**config.mk**
```make
export PLATFORM = sky130hd
export DESIGN_NAME = store_buffer
export DESIGN_NICKNAME = d
export VERILOG_FILES = /design/src/sb_mem_pkg.sv /design/src/sb_req_pkg.sv /design/src/sb_alloc.sv /design/src/sb_entries.sv /design/src/sb_fwd.sv /design/src/store_buffer.sv
export VERILOG_INCLUDE_DIRS = /design/src
export SDC_FILE = /design/constraint.sdc
export NUM_CORES = 1
export LEC_CHECK = 0
export ABC_CLOCK_PERIOD_IN_PS = 6550
export BUFFER_PORTS_ARGS = -buffer_cell sky130_fd_sc_hd__buf_2
export CORE_ASPECT_RATIO = 1.75
export CORE_MARGIN = 2
export CORE_UTILIZATION = 54
export CTS_CLUSTER_DIAMETER = 80
export CTS_CLUSTER_SIZE = 14
export DETAILED_ROUTE_END_ITERATION = 6
export HOLD_SLACK_MARGIN = 0.03
export PLACE_DENSITY = 0.78
export REMOVE_ABC_BUFFERS = 1
export SLEW_MARGIN = 40
export SYNTH_ARGS = -nofsm -noshare
export SYNTH_HDL_FRONTEND = slang
export SYNTH_SLANG_ARGS = --single-unit
```
**constraint.sdc**
```tcl
create_clock -name clk -period 6.55 [get_ports clk]
set_input_delay 0.3275 -clock clk [delete_from_list [all_inputs] [get_ports clk]]
set_output_delay 0.3275 -clock clk [all_outputs]
set_load 0.01 [all_outputs]
```
**src/sb_cfg.svh**
```systemverilog
`ifndef SB_CFG_SVH
`define SB_CFG_SVH

// ------------------------------------------------------------
// store buffer sizing
// ------------------------------------------------------------

// entry count, power of two and at least 2
`define SB_DEPTH 4

// log2 of SB_DEPTH, keep in step with it
`define SB_PTR_BITS 2

// ------------------------------------------------------------
// address and data widths
// ------------------------------------------------------------

`define SB_ADDR_BITS 16   // byte address
`define SB_DATA_BITS 64   // one doubleword per entry
`define SB_BYTES 8        // byte lanes per entry
`define SB_OFS_BITS 3     // byte offset within a doubleword

`endif

```
**src/sb_mem_pkg.sv**
```systemverilog
`default_nettype none

`include "sb_cfg.svh"

// what the buffer holds and what it hands out
package sb_mem_pkg;

   // one buffer entry
   typedef struct packed {
      logic [`SB_ADDR_BITS-1:0] addr;
      logic [`SB_BYTES-1:0]     byteen;
      logic [`SB_DATA_BITS-1:0] data;
   } sb_entry_t;

   // head entry offered to the consumer
   typedef struct packed {
      logic      valid;    // committed, wait for drain_ack
      logic      flushed;  // pops by itself
      sb_entry_t entry;
   } sb_drain_t;

   // merged load forward data
   typedef struct packed {
      logic [`SB_BYTES-1:0]     byteen;
      logic [`SB_DATA_BITS-1:0] data;
   } sb_fwd_t;

endpackage

`default_nettype wire

```
**src/sb_req_pkg.sv**
```systemverilog
`default_nettype none

`include "sb_cfg.svh"

// requests entering the store buffer from the lsu pipe
package sb_req_pkg;

   // access size, selects the low-bit byte mask
   typedef enum logic [1:0] {
      SB_BYTE  = 2'd0,
      SB_HALF  = 2'd1,
      SB_WORD  = 2'd2,
      SB_DWORD = 2'd3
   } sb_size_e;

   // store at the write stage (dc3)
   typedef struct packed {
      logic                     valid;
      logic [`SB_ADDR_BITS-1:0] addr;      // first byte
      logic [`SB_ADDR_BITS-1:0] end_addr;  // last byte
      sb_size_e                 size;
      logic [`SB_DATA_BITS-1:0] data_lo;   // aligned to addr's doubleword
      logic [`SB_DATA_BITS-1:0] data_hi;   // aligned to end_addr's doubleword
   } sb_store_req_t;

   // load lookup, one doubleword per request
   typedef struct packed {
      logic                     en;
      logic [`SB_ADDR_BITS-1:0] addr;
   } sb_lookup_t;

endpackage

`default_nettype wire

```
**src/sb_alloc.sv**
```systemverilog
`default_nettype none

`include "sb_cfg.svh"

module sb_alloc (
   input  logic                                      clk,
   input  logic                                      rst_n,
   input  sb_req_pkg::sb_store_req_t                 st_req,
   input  logic                                      commit,    // dc5 commit level
   output logic [`SB_DEPTH-1:0]                      wr_en,
   output sb_mem_pkg::sb_entry_t [`SB_DEPTH-1:0]     wr_entry,
   output logic [`SB_DEPTH-1:0]                      drain_en,
   output logic [`SB_DEPTH-1:0]                      flush_en,
   output logic [`SB_PTR_BITS-1:0]                   wr_ptr
);

   import sb_req_pkg::*;
   import sb_mem_pkg::*;

   // store in flight between dc3 and dc5
   typedef struct packed {
      logic                    vld;
      logic                    dual;
      logic [`SB_PTR_BITS-1:0] ptr;   // slot of the lo half
   } cmt_stage_t;

   logic [`SB_BYTES-1:0]     size_mask;
   logic [2*`SB_BYTES-1:0]   byteen_ext;
   logic                     st_dual;
   logic [`SB_PTR_BITS-1:0]  wr_ptr_p1;
   logic [`SB_PTR_BITS-1:0]  cmt_ptr_p1;
   sb_entry_t                lo_entry;
   sb_entry_t                hi_entry;
   cmt_stage_t               cmt_dc3;
   cmt_stage_t               cmt_dc4;
   cmt_stage_t               cmt_dc5;
   logic [`SB_DEPTH-1:0]     cmt_slot;

   // ------------------------------------------------------------
   // byte enables and the two halves
   // ------------------------------------------------------------
   always_comb begin
      case (st_req.size)
         SB_BYTE: size_mask = 8'h01;
         SB_HALF: size_mask = 8'h03;
         SB_WORD: size_mask = 8'h0f;
         default: size_mask = 8'hff;
      endcase
   end

   // lo bytes in [7:0], spill into the next doubleword in [15:8]
   assign byteen_ext = {{`SB_BYTES{1'b0}}, size_mask} << st_req.addr[`SB_OFS_BITS-1:0];

   assign st_dual = st_req.addr[`SB_OFS_BITS] != st_req.end_addr[`SB_OFS_BITS];

   assign lo_entry = '{addr:   st_req.addr,
                       byteen: byteen_ext[`SB_BYTES-1:0],
                       data:   st_req.data_lo};
   assign hi_entry = '{addr:   st_req.end_addr,
                       byteen: byteen_ext[2*`SB_BYTES-1:`SB_BYTES],
                       data:   st_req.data_hi};

   assign wr_ptr_p1 = wr_ptr + `SB_PTR_BITS'(1);

   // slot steering, lo goes to wr_ptr and hi to the slot after it
   always_comb begin
      for (int i = 0; i < `SB_DEPTH; i++) begin
         wr_en[i] = st_req.valid & ((wr_ptr == `SB_PTR_BITS'(i)) |
                                    (st_dual & (wr_ptr_p1 == `SB_PTR_BITS'(i))));
         wr_entry[i] = (wr_ptr == `SB_PTR_BITS'(i)) ? lo_entry : hi_entry;
      end
   end

   always_ff @(posedge clk or negedge rst_n) begin
      if (!rst_n) begin
         wr_ptr <= '0;
      end else if (st_req.valid) begin
         wr_ptr <= wr_ptr + (st_dual ? `SB_PTR_BITS'(2) : `SB_PTR_BITS'(1));
      end
   end

   // ------------------------------------------------------------
   // commit pipe dc3 -> dc4 -> dc5
   // ------------------------------------------------------------
   assign cmt_dc3 = '{vld: st_req.valid, dual: st_dual, ptr: wr_ptr};

   always_ff @(posedge clk or negedge rst_n) begin
      if (!rst_n) begin
         cmt_dc4 <= '0;
         cmt_dc5 <= '0;
      end else begin
         cmt_dc4 <= cmt_dc3;
         cmt_dc5 <= cmt_dc4;
      end
   end

   assign cmt_ptr_p1 = cmt_dc5.ptr + `SB_PTR_BITS'(1);

   // one or two slots owned by the dc5 store
   always_comb begin
      for (int i = 0; i < `SB_DEPTH; i++) begin
         cmt_slot[i] = cmt_dc5.vld & ((cmt_dc5.ptr == `SB_PTR_BITS'(i)) |
                                      (cmt_dc5.dual & (cmt_ptr_p1 == `SB_PTR_BITS'(i))));
      end
   end

   assign drain_en = cmt_slot & {`SB_DEPTH{commit}};
   assign flush_en = cmt_slot & {`SB_DEPTH{~commit}};   // killed in dc5

endmodule

`default_nettype wire

```
**src/sb_entries.sv**
```systemverilog
`default_nettype none

`include "sb_cfg.svh"

module sb_entries (
   input  logic                                  clk,
   input  logic                                  rst_n,
   input  logic [`SB_DEPTH-1:0]                  wr_en,
   input  sb_mem_pkg::sb_entry_t [`SB_DEPTH-1:0] wr_entry,
   input  logic [`SB_DEPTH-1:0]                  drain_en,
   input  logic [`SB_DEPTH-1:0]                  flush_en,
   input  logic                                  drain_ack,  // pop pulse from consumer
   output sb_mem_pkg::sb_drain_t                 drain,
   output sb_mem_pkg::sb_entry_t [`SB_DEPTH-1:0] ent,
   output logic [`SB_DEPTH-1:0]                  ent_vld,
   output logic [`SB_DEPTH-1:0]                  ent_flush,
   output logic                                  full,
   output logic                                  empty
);

   import sb_mem_pkg::*;

   localparam int CNT_W = `SB_PTR_BITS + 1;
   localparam logic [CNT_W-1:0] FULL_LVL = CNT_W'(`SB_DEPTH - 2);

   logic [`SB_DEPTH-1:0]    drain_vld;
   logic [`SB_PTR_BITS-1:0] rd_ptr;
   logic                    pop;
   logic [`SB_DEPTH-1:0]    clr;
   logic [CNT_W-1:0]        vld_cnt;
   sb_entry_t               head;

   // ------------------------------------------------------------
   // entry array
   // ------------------------------------------------------------
   always_ff @(posedge clk) begin
      for (int i = 0; i < `SB_DEPTH; i++) begin
         if (wr_en[i]) begin
            ent[i] <= wr_entry[i];
         end
      end
   end

   // flushed head leaves without an ack
   assign pop = (drain_ack & drain_vld[rd_ptr]) | ent_flush[rd_ptr];

   always_comb begin
      for (int i = 0; i < `SB_DEPTH; i++) begin
         clr[i] = pop & (rd_ptr == `SB_PTR_BITS'(i));
      end
   end

   // per entry flags, clear has priority
   always_ff @(posedge clk or negedge rst_n) begin
      if (!rst_n) begin
         ent_vld   <= '0;
         drain_vld <= '0;
         ent_flush <= '0;
      end else begin
         for (int i = 0; i < `SB_DEPTH; i++) begin
            if (clr[i]) begin
               ent_vld[i]   <= 1'b0;
               drain_vld[i] <= 1'b0;
               ent_flush[i] <= 1'b0;
            end else begin
               if (wr_en[i]) begin
                  ent_vld[i] <= 1'b1;
               end
               if (drain_en[i]) begin
                  drain_vld[i] <= 1'b1;
               end
               if (flush_en[i]) begin
                  ent_flush[i] <= 1'b1;
               end
            end
         end
      end
   end

   always_ff @(posedge clk or negedge rst_n) begin
      if (!rst_n) begin
         rd_ptr <= '0;
      end else if (pop) begin
         rd_ptr <= rd_ptr + `SB_PTR_BITS'(1);
      end
   end

   // ------------------------------------------------------------
   // head and occupancy
   // ------------------------------------------------------------
   assign head  = ent[rd_ptr];
   assign drain = '{valid:   drain_vld[rd_ptr],
                    flushed: ent_flush[rd_ptr],
                    entry:   head};

   always_comb begin
      vld_cnt = '0;
      for (int i = 0; i < `SB_DEPTH; i++) begin
         vld_cnt = vld_cnt + CNT_W'(ent_vld[i]);
      end
   end

   assign full  = vld_cnt > FULL_LVL;   // room kept for a dual store
   assign empty = vld_cnt == '0;

endmodule

`default_nettype wire

```
**src/sb_fwd.sv**
```systemverilog
`default_nettype none

`include "sb_cfg.svh"

module sb_fwd (
   input  logic                                  clk,
   input  logic                                  rst_n,
   input  sb_req_pkg::sb_lookup_t                lookup,
   input  sb_mem_pkg::sb_entry_t [`SB_DEPTH-1:0] ent,
   input  logic [`SB_DEPTH-1:0]                  ent_vld,
   input  logic [`SB_DEPTH-1:0]                  ent_flush,
   input  logic [`SB_PTR_BITS-1:0]               wr_ptr,     // oldest slot when full
   output sb_mem_pkg::sb_fwd_t                   fwd
);

   import sb_mem_pkg::*;

   logic [`SB_DEPTH-1:0]                match;
   logic [`SB_DEPTH-1:0][`SB_BYTES-1:0] hit_byteen;
   sb_fwd_t                             fwd_d;

   // ------------------------------------------------------------
   // doubleword compare
   // ------------------------------------------------------------
   always_comb begin
      for (int i = 0; i < `SB_DEPTH; i++) begin
         match[i] = lookup.en & ent_vld[i] & ~ent_flush[i] &
                    (ent[i].addr[`SB_ADDR_BITS-1:`SB_OFS_BITS] ==
                     lookup.addr[`SB_ADDR_BITS-1:`SB_OFS_BITS]);
         hit_byteen[i] = {`SB_BYTES{match[i]}} & ent[i].byteen;
      end
   end

   // ------------------------------------------------------------
   // byte merge
   // ------------------------------------------------------------
   // walk oldest to youngest so the younger store overwrites the byte
   always_comb begin
      logic [`SB_PTR_BITS-1:0] idx;
      fwd_d = '0;
      idx   = wr_ptr;
      for (int k = 0; k < `SB_DEPTH; k++) begin
         idx          = wr_ptr + `SB_PTR_BITS'(k);
         fwd_d.byteen = fwd_d.byteen | hit_byteen[idx];
         for (int b = 0; b < `SB_BYTES; b++) begin
            if (hit_byteen[idx][b]) begin
               fwd_d.data[8*b +: 8] = ent[idx].data[8*b +: 8];
            end
         end
      end
   end

   // result one cycle after the lookup
   always_ff @(posedge clk or negedge rst_n) begin
      if (!rst_n) begin
         fwd <= '0;
      end else begin
         fwd <= fwd_d;   // all zero without lookup.en
      end
   end

endmodule

`default_nettype wire

```
**src/store_buffer.sv**
```systemverilog
`default_nettype none

`include "sb_cfg.svh"

module store_buffer (
   input  logic                      clk,
   input  logic                      rst_n,
   input  sb_req_pkg::sb_store_req_t st_req,
   input  logic                      commit,
   input  sb_req_pkg::sb_lookup_t    lookup,
   input  logic                      drain_ack,
   output sb_mem_pkg::sb_drain_t     drain,
   output sb_mem_pkg::sb_fwd_t       fwd,
   output logic                      full,
   output logic                      empty
);

   import sb_mem_pkg::*;

   logic [`SB_DEPTH-1:0]            wr_en;
   sb_entry_t [`SB_DEPTH-1:0]       wr_entry;
   logic [`SB_DEPTH-1:0]            drain_en;
   logic [`SB_DEPTH-1:0]            flush_en;
   logic [`SB_PTR_BITS-1:0]         wr_ptr;
   sb_entry_t [`SB_DEPTH-1:0]       ent;
   logic [`SB_DEPTH-1:0]            ent_vld;
   logic [`SB_DEPTH-1:0]            ent_flush;

   // write side and commit pipe
   sb_alloc u_alloc (
      .clk      (clk),
      .rst_n    (rst_n),
      .st_req   (st_req),
      .commit   (commit),
      .wr_en    (wr_en),
      .wr_entry (wr_entry),
      .drain_en (drain_en),
      .flush_en (flush_en),
      .wr_ptr   (wr_ptr)
   );

   sb_entries u_entries (
      .clk       (clk),
      .rst_n     (rst_n),
      .wr_en     (wr_en),
      .wr_entry  (wr_entry),
      .drain_en  (drain_en),
      .flush_en  (flush_en),
      .drain_ack (drain_ack),
      .drain     (drain),
      .ent       (ent),
      .ent_vld   (ent_vld),
      .ent_flush (ent_flush),
      .full      (full),
      .empty     (empty)
   );

   // load forwarding
   sb_fwd u_fwd (
      .clk       (clk),
      .rst_n     (rst_n),
      .lookup    (lookup),
      .ent       (ent),
      .ent_vld   (ent_vld),
      .ent_flush (ent_flush),
      .wr_ptr    (wr_ptr),
      .fwd       (fwd)
   );

endmodule

`default_nettype wire

```
==> flow_summary_export.csv <==
group,metric,value,unit
synthesis,ys_top_cells_by_count,"mux4_2 (371), edfxtp_1 (352), mux2_2 (321), o21ai_0 (101), dfrtp_1 (96)",
critical_path,r2r_setup_slack,2680,ps
floorplan,start_util,0.545,
synthesis,synth_cell_types,63,
cells_and_area,fillers,4113,
cells_and_area,syn_to_final_growth,11.9,%
route,ant_nets,0,
global_route,grt_pass1_wl,125000,um
critical_path,cp_max_fo,43,
hold_path,worstHoldStart,"st_req[27]",
synthesis,synth_top_area_cell,"edfxtp_1",
critical_path,crit_slowest_cell,"mux4_2",
route,top_layer_used,"met5",
synthesis,synthTopCellsByArea,"edfxtp_1 (35%), mux4_2 (28%), mux2_2 (12%)",
place,dpl.hpwl,54300,um
timing,min_period,3870,ps
global_route,grt_overflow,0,
synthesis,ys_ff_latch,448,
place,post-place-ws,2210,ps
cells_and_area,layout.nets,2454,
power,ir_drop,0.346,mV
timing,hold_viol,0,
critical_path,critPathKind,"register to register",
timing,setup_tns,0,ps
cells_and_area,drive_above_1_share,0.507,
timing,worst_clock_skew,23.6,ps
clock_tree,root_buffer,"clkbuf_16",
hold_path,holdPathEnd,"u_entries.ent[203]",
route,drtPass1Iterations,7,
clock_tree,cts_buffers,37,
critical_path,critPathMaxStageDelay,790,ps
synthesis,synth_top_area_frac,0.351,
timing,maxSlewHeadroom,0.397,
global_route,grt_max_degree,90,
timing,finalSetupViolations,0,
clock_tree,clk_latency,560,ps
route,drt-wirelength-per-cell,28.1,um
hold_path,hold_path.class,"input pin to register",
synthesis,synth-seq-area-share,0.431,
clock_tree,cts_setup_buffers,0,
synthesis,netlist_instances,2007,
route,dr_wl_met2,45300,um
critical_path,end_kind,"register",
global_route,grt_pass1_vias,21534,
power,powerDensity,418,nW/um2
place,place.gp.congestion,0.820,
critical_path,rr_startpoint,"u_alloc.wr_ptr[1]",
synthesis,yosysWarningCount,0,
timing,worstMarginPinSlew,904,ps
place,io_buffers,344,
global_route,antenna_found_initial,27,
timing,hold_ws,104,ps
timing,rsz0062_at_grt,"no",
route,wl,84300,um
clock_tree,clockBufferDepth,3,
floorplan,die_h,316,um
floorplan,core_area,55200,um2
route,route.vias.total,20556,
synthesis,synth_edf_count,352,
timing,fmax,258,MHz
synthesis,syn_area_per_cell,15.0,um2
run,drv_cap,0,
floorplan,ios,348,
synthesis,synth_most_common_cell,"mux4_2",
clock_tree,clk_transition_reported_paths,70,ps
global_route,grt_use_total,0.291,
route,drc,0,
clock_tree,cts.htree.levels,2,
critical_path,cp_cell_sequence,"inv_2, ha_4, buf_4, mux4_2, nand2b_1, o221a_1",
route,wl_met3,6610,um
synthesis,syn_area,30100,um2
synthesis,async_flop_share,0.214,
critical_path,r2r_end,"u_fwd.fwd[62]",
timing,slew_violations,0,
clock_tree,clock_sinks,448,
hold_path,hold_depth,2,
clock_tree,cts_tree,"built",
timing,layout_setup_ws,2680,ps
critical_path,rr_worst_depth,6,
timing,fin_crit_sh,0.592,
run_status,status,"completed",
route,dr.first_iter.drc_count,1727,
critical_path,cp.arrival,4350,ps
route,vias_per_cell,6.85,
route,wl_met1,28200,um
floorplan,die_w,182,um
critical_path,cp.required,7020,ps
critical_path,cp-start-kind,"register",
floorplan,fp-row-count,114,
synthesis,synthFlopType,"edfxtp_1",
floorplan,dieArea,57700,um2
power,leakage,12.1,nW
==> worst max-delay path: cells and delay by family (launching register included) <==
kind                     cells  cell delay, ps
AO/OA/AOI/OAI                1             300
adder cells (fa/ha/maj)      1             730
buffers and inverters        2             950
flip-flops                   1             530
multiplexers                 1             790
AND/OR/NAND/NOR              1             460
==> state kept, by name, indices dropped and copies added, names as in the netlist <==
signal               cells
u_entries.ent_vld        4
u_alloc.cmt_dc4          4
u_entries.rd_ptr         2
u_entries.ent_flush      4
u_entries.drain_vld      4
u_alloc.wr_ptr           2
u_fwd.fwd               72
u_alloc.cmt_dc5          4
u_entries.ent          352
==> how the worst max path moves through the flow <==
| stage | from | endpoint | cells after the start |
|---|---|---|---|
| 6_report | u_alloc.wr_ptr[1] | u_fwd.fwd[62] | 6 |
| 5_1_grt | u_alloc.wr_ptr[1] | u_fwd.fwd[63] | 6 |
| 4_1_cts | u_alloc.wr_ptr[0] | u_fwd.fwd[62] | 6 |
| 3_5_place_dp | u_alloc.wr_ptr[0] | u_fwd.fwd[63] | 6 |
| 3_3_place_gp | u_alloc.wr_ptr[0] | u_fwd.fwd[57] | 6 |
| 2_1_floorplan | u_alloc.wr_ptr[0] | u_fwd.fwd[30] | 7 |
==> cells by family (layout without fill, tap and decap cells) <==
| group | Yosys count | count (layout) | share of synthesized area |
|---|---|---|---|
| muxes | 706 | 706 | 0.402 |
| adders and majority gates | 13 | 13 | 0.00565 |
| DFF | 448 | 448 | 0.431 |
| other | 0 | 18 | 0 |
| AOI/OAI and AO/OA | 287 | 287 | 0.0605 |
| xor gates and xnor gates | 56 | 56 | 0.0165 |
| and+or+nand+nor | 261 | 261 | 0.0500 |
| buffers and inverters | 236 | 515 | 0.0341 |
==> timing repair <==
item / in CTS / in global routing
endpoints found under the hold margin: 59 / 0
hold buffers: 2 / 0
gates resized for setup: 0 / 0
==> stage by stage <==
step | cells | utilization | cell area, um2 | total power [W]
2_1_floorplan | 1833 | - | 29300 | 0.0107
3_3_place_gp | 2899 | 0.584 | 32200 | 0.0116
3_5_place_dp | 2910 | 0.588 | 32500 | 0.0119
4_1_cts | 2980 | 0.608 | 33600 | 0.0141
5_1_grt | 3000 | 0.610 | 33700 | 0.0147
6_report | 3000 | 0.610 | 33700 | 0.0141
==> layout by cell type, fill, tap and decap left out, types with 18 or more instances in the layout <==
master	netlist	final
a21oi_1	62	62
a22oi_1	27	27
buf_2	31	343
buf_4	1	19
clkbuf_1	89	28
clkbuf_16	0	39
dfrtp_1	96	92
diode_2	0	18
edfxtp_1	352	352
inv_1	58	58
mux2_2	321	321
mux4_2	371	371
nand2_1	62	62
nand2b_1	66	66
nand4_1	24	24
o21ai_0	101	99
xnor2_1	53	53
==> layout make-up <==
class | count | area (um2) | share of cell area
clock inverters | 1 | 8.76 | 0.000260
flip-flops and latches | 448 | 13000 | 0.386
inverters | 62 | 233 | 0.00691
repair buffers | 385 | 2240 | 0.0666
diodes | 18 | 45.0 | 0.00134
multi-input cells | 1323 | 16200 | 0.481
clock buffers | 67 | 1080 | 0.0321
well taps | 696 | 871 | 0.0259
==> power breakdown <==
group	leakage [nW]	internal [W]	switching, W
clock network	0.518	0.00112	0.00103
registers	4.54	0.00393	0.000592
logic	7.04	0.00379	0.00361
==> layer usage <==
metal  vias up  global-route usage
li1       8710                   -
met2      1050               0.531
met3       224              0.0550
met5         -                   0
met1     10556               0.320
met4        16               0.156
No activity file was read; power rests on OpenSTA's default activity.
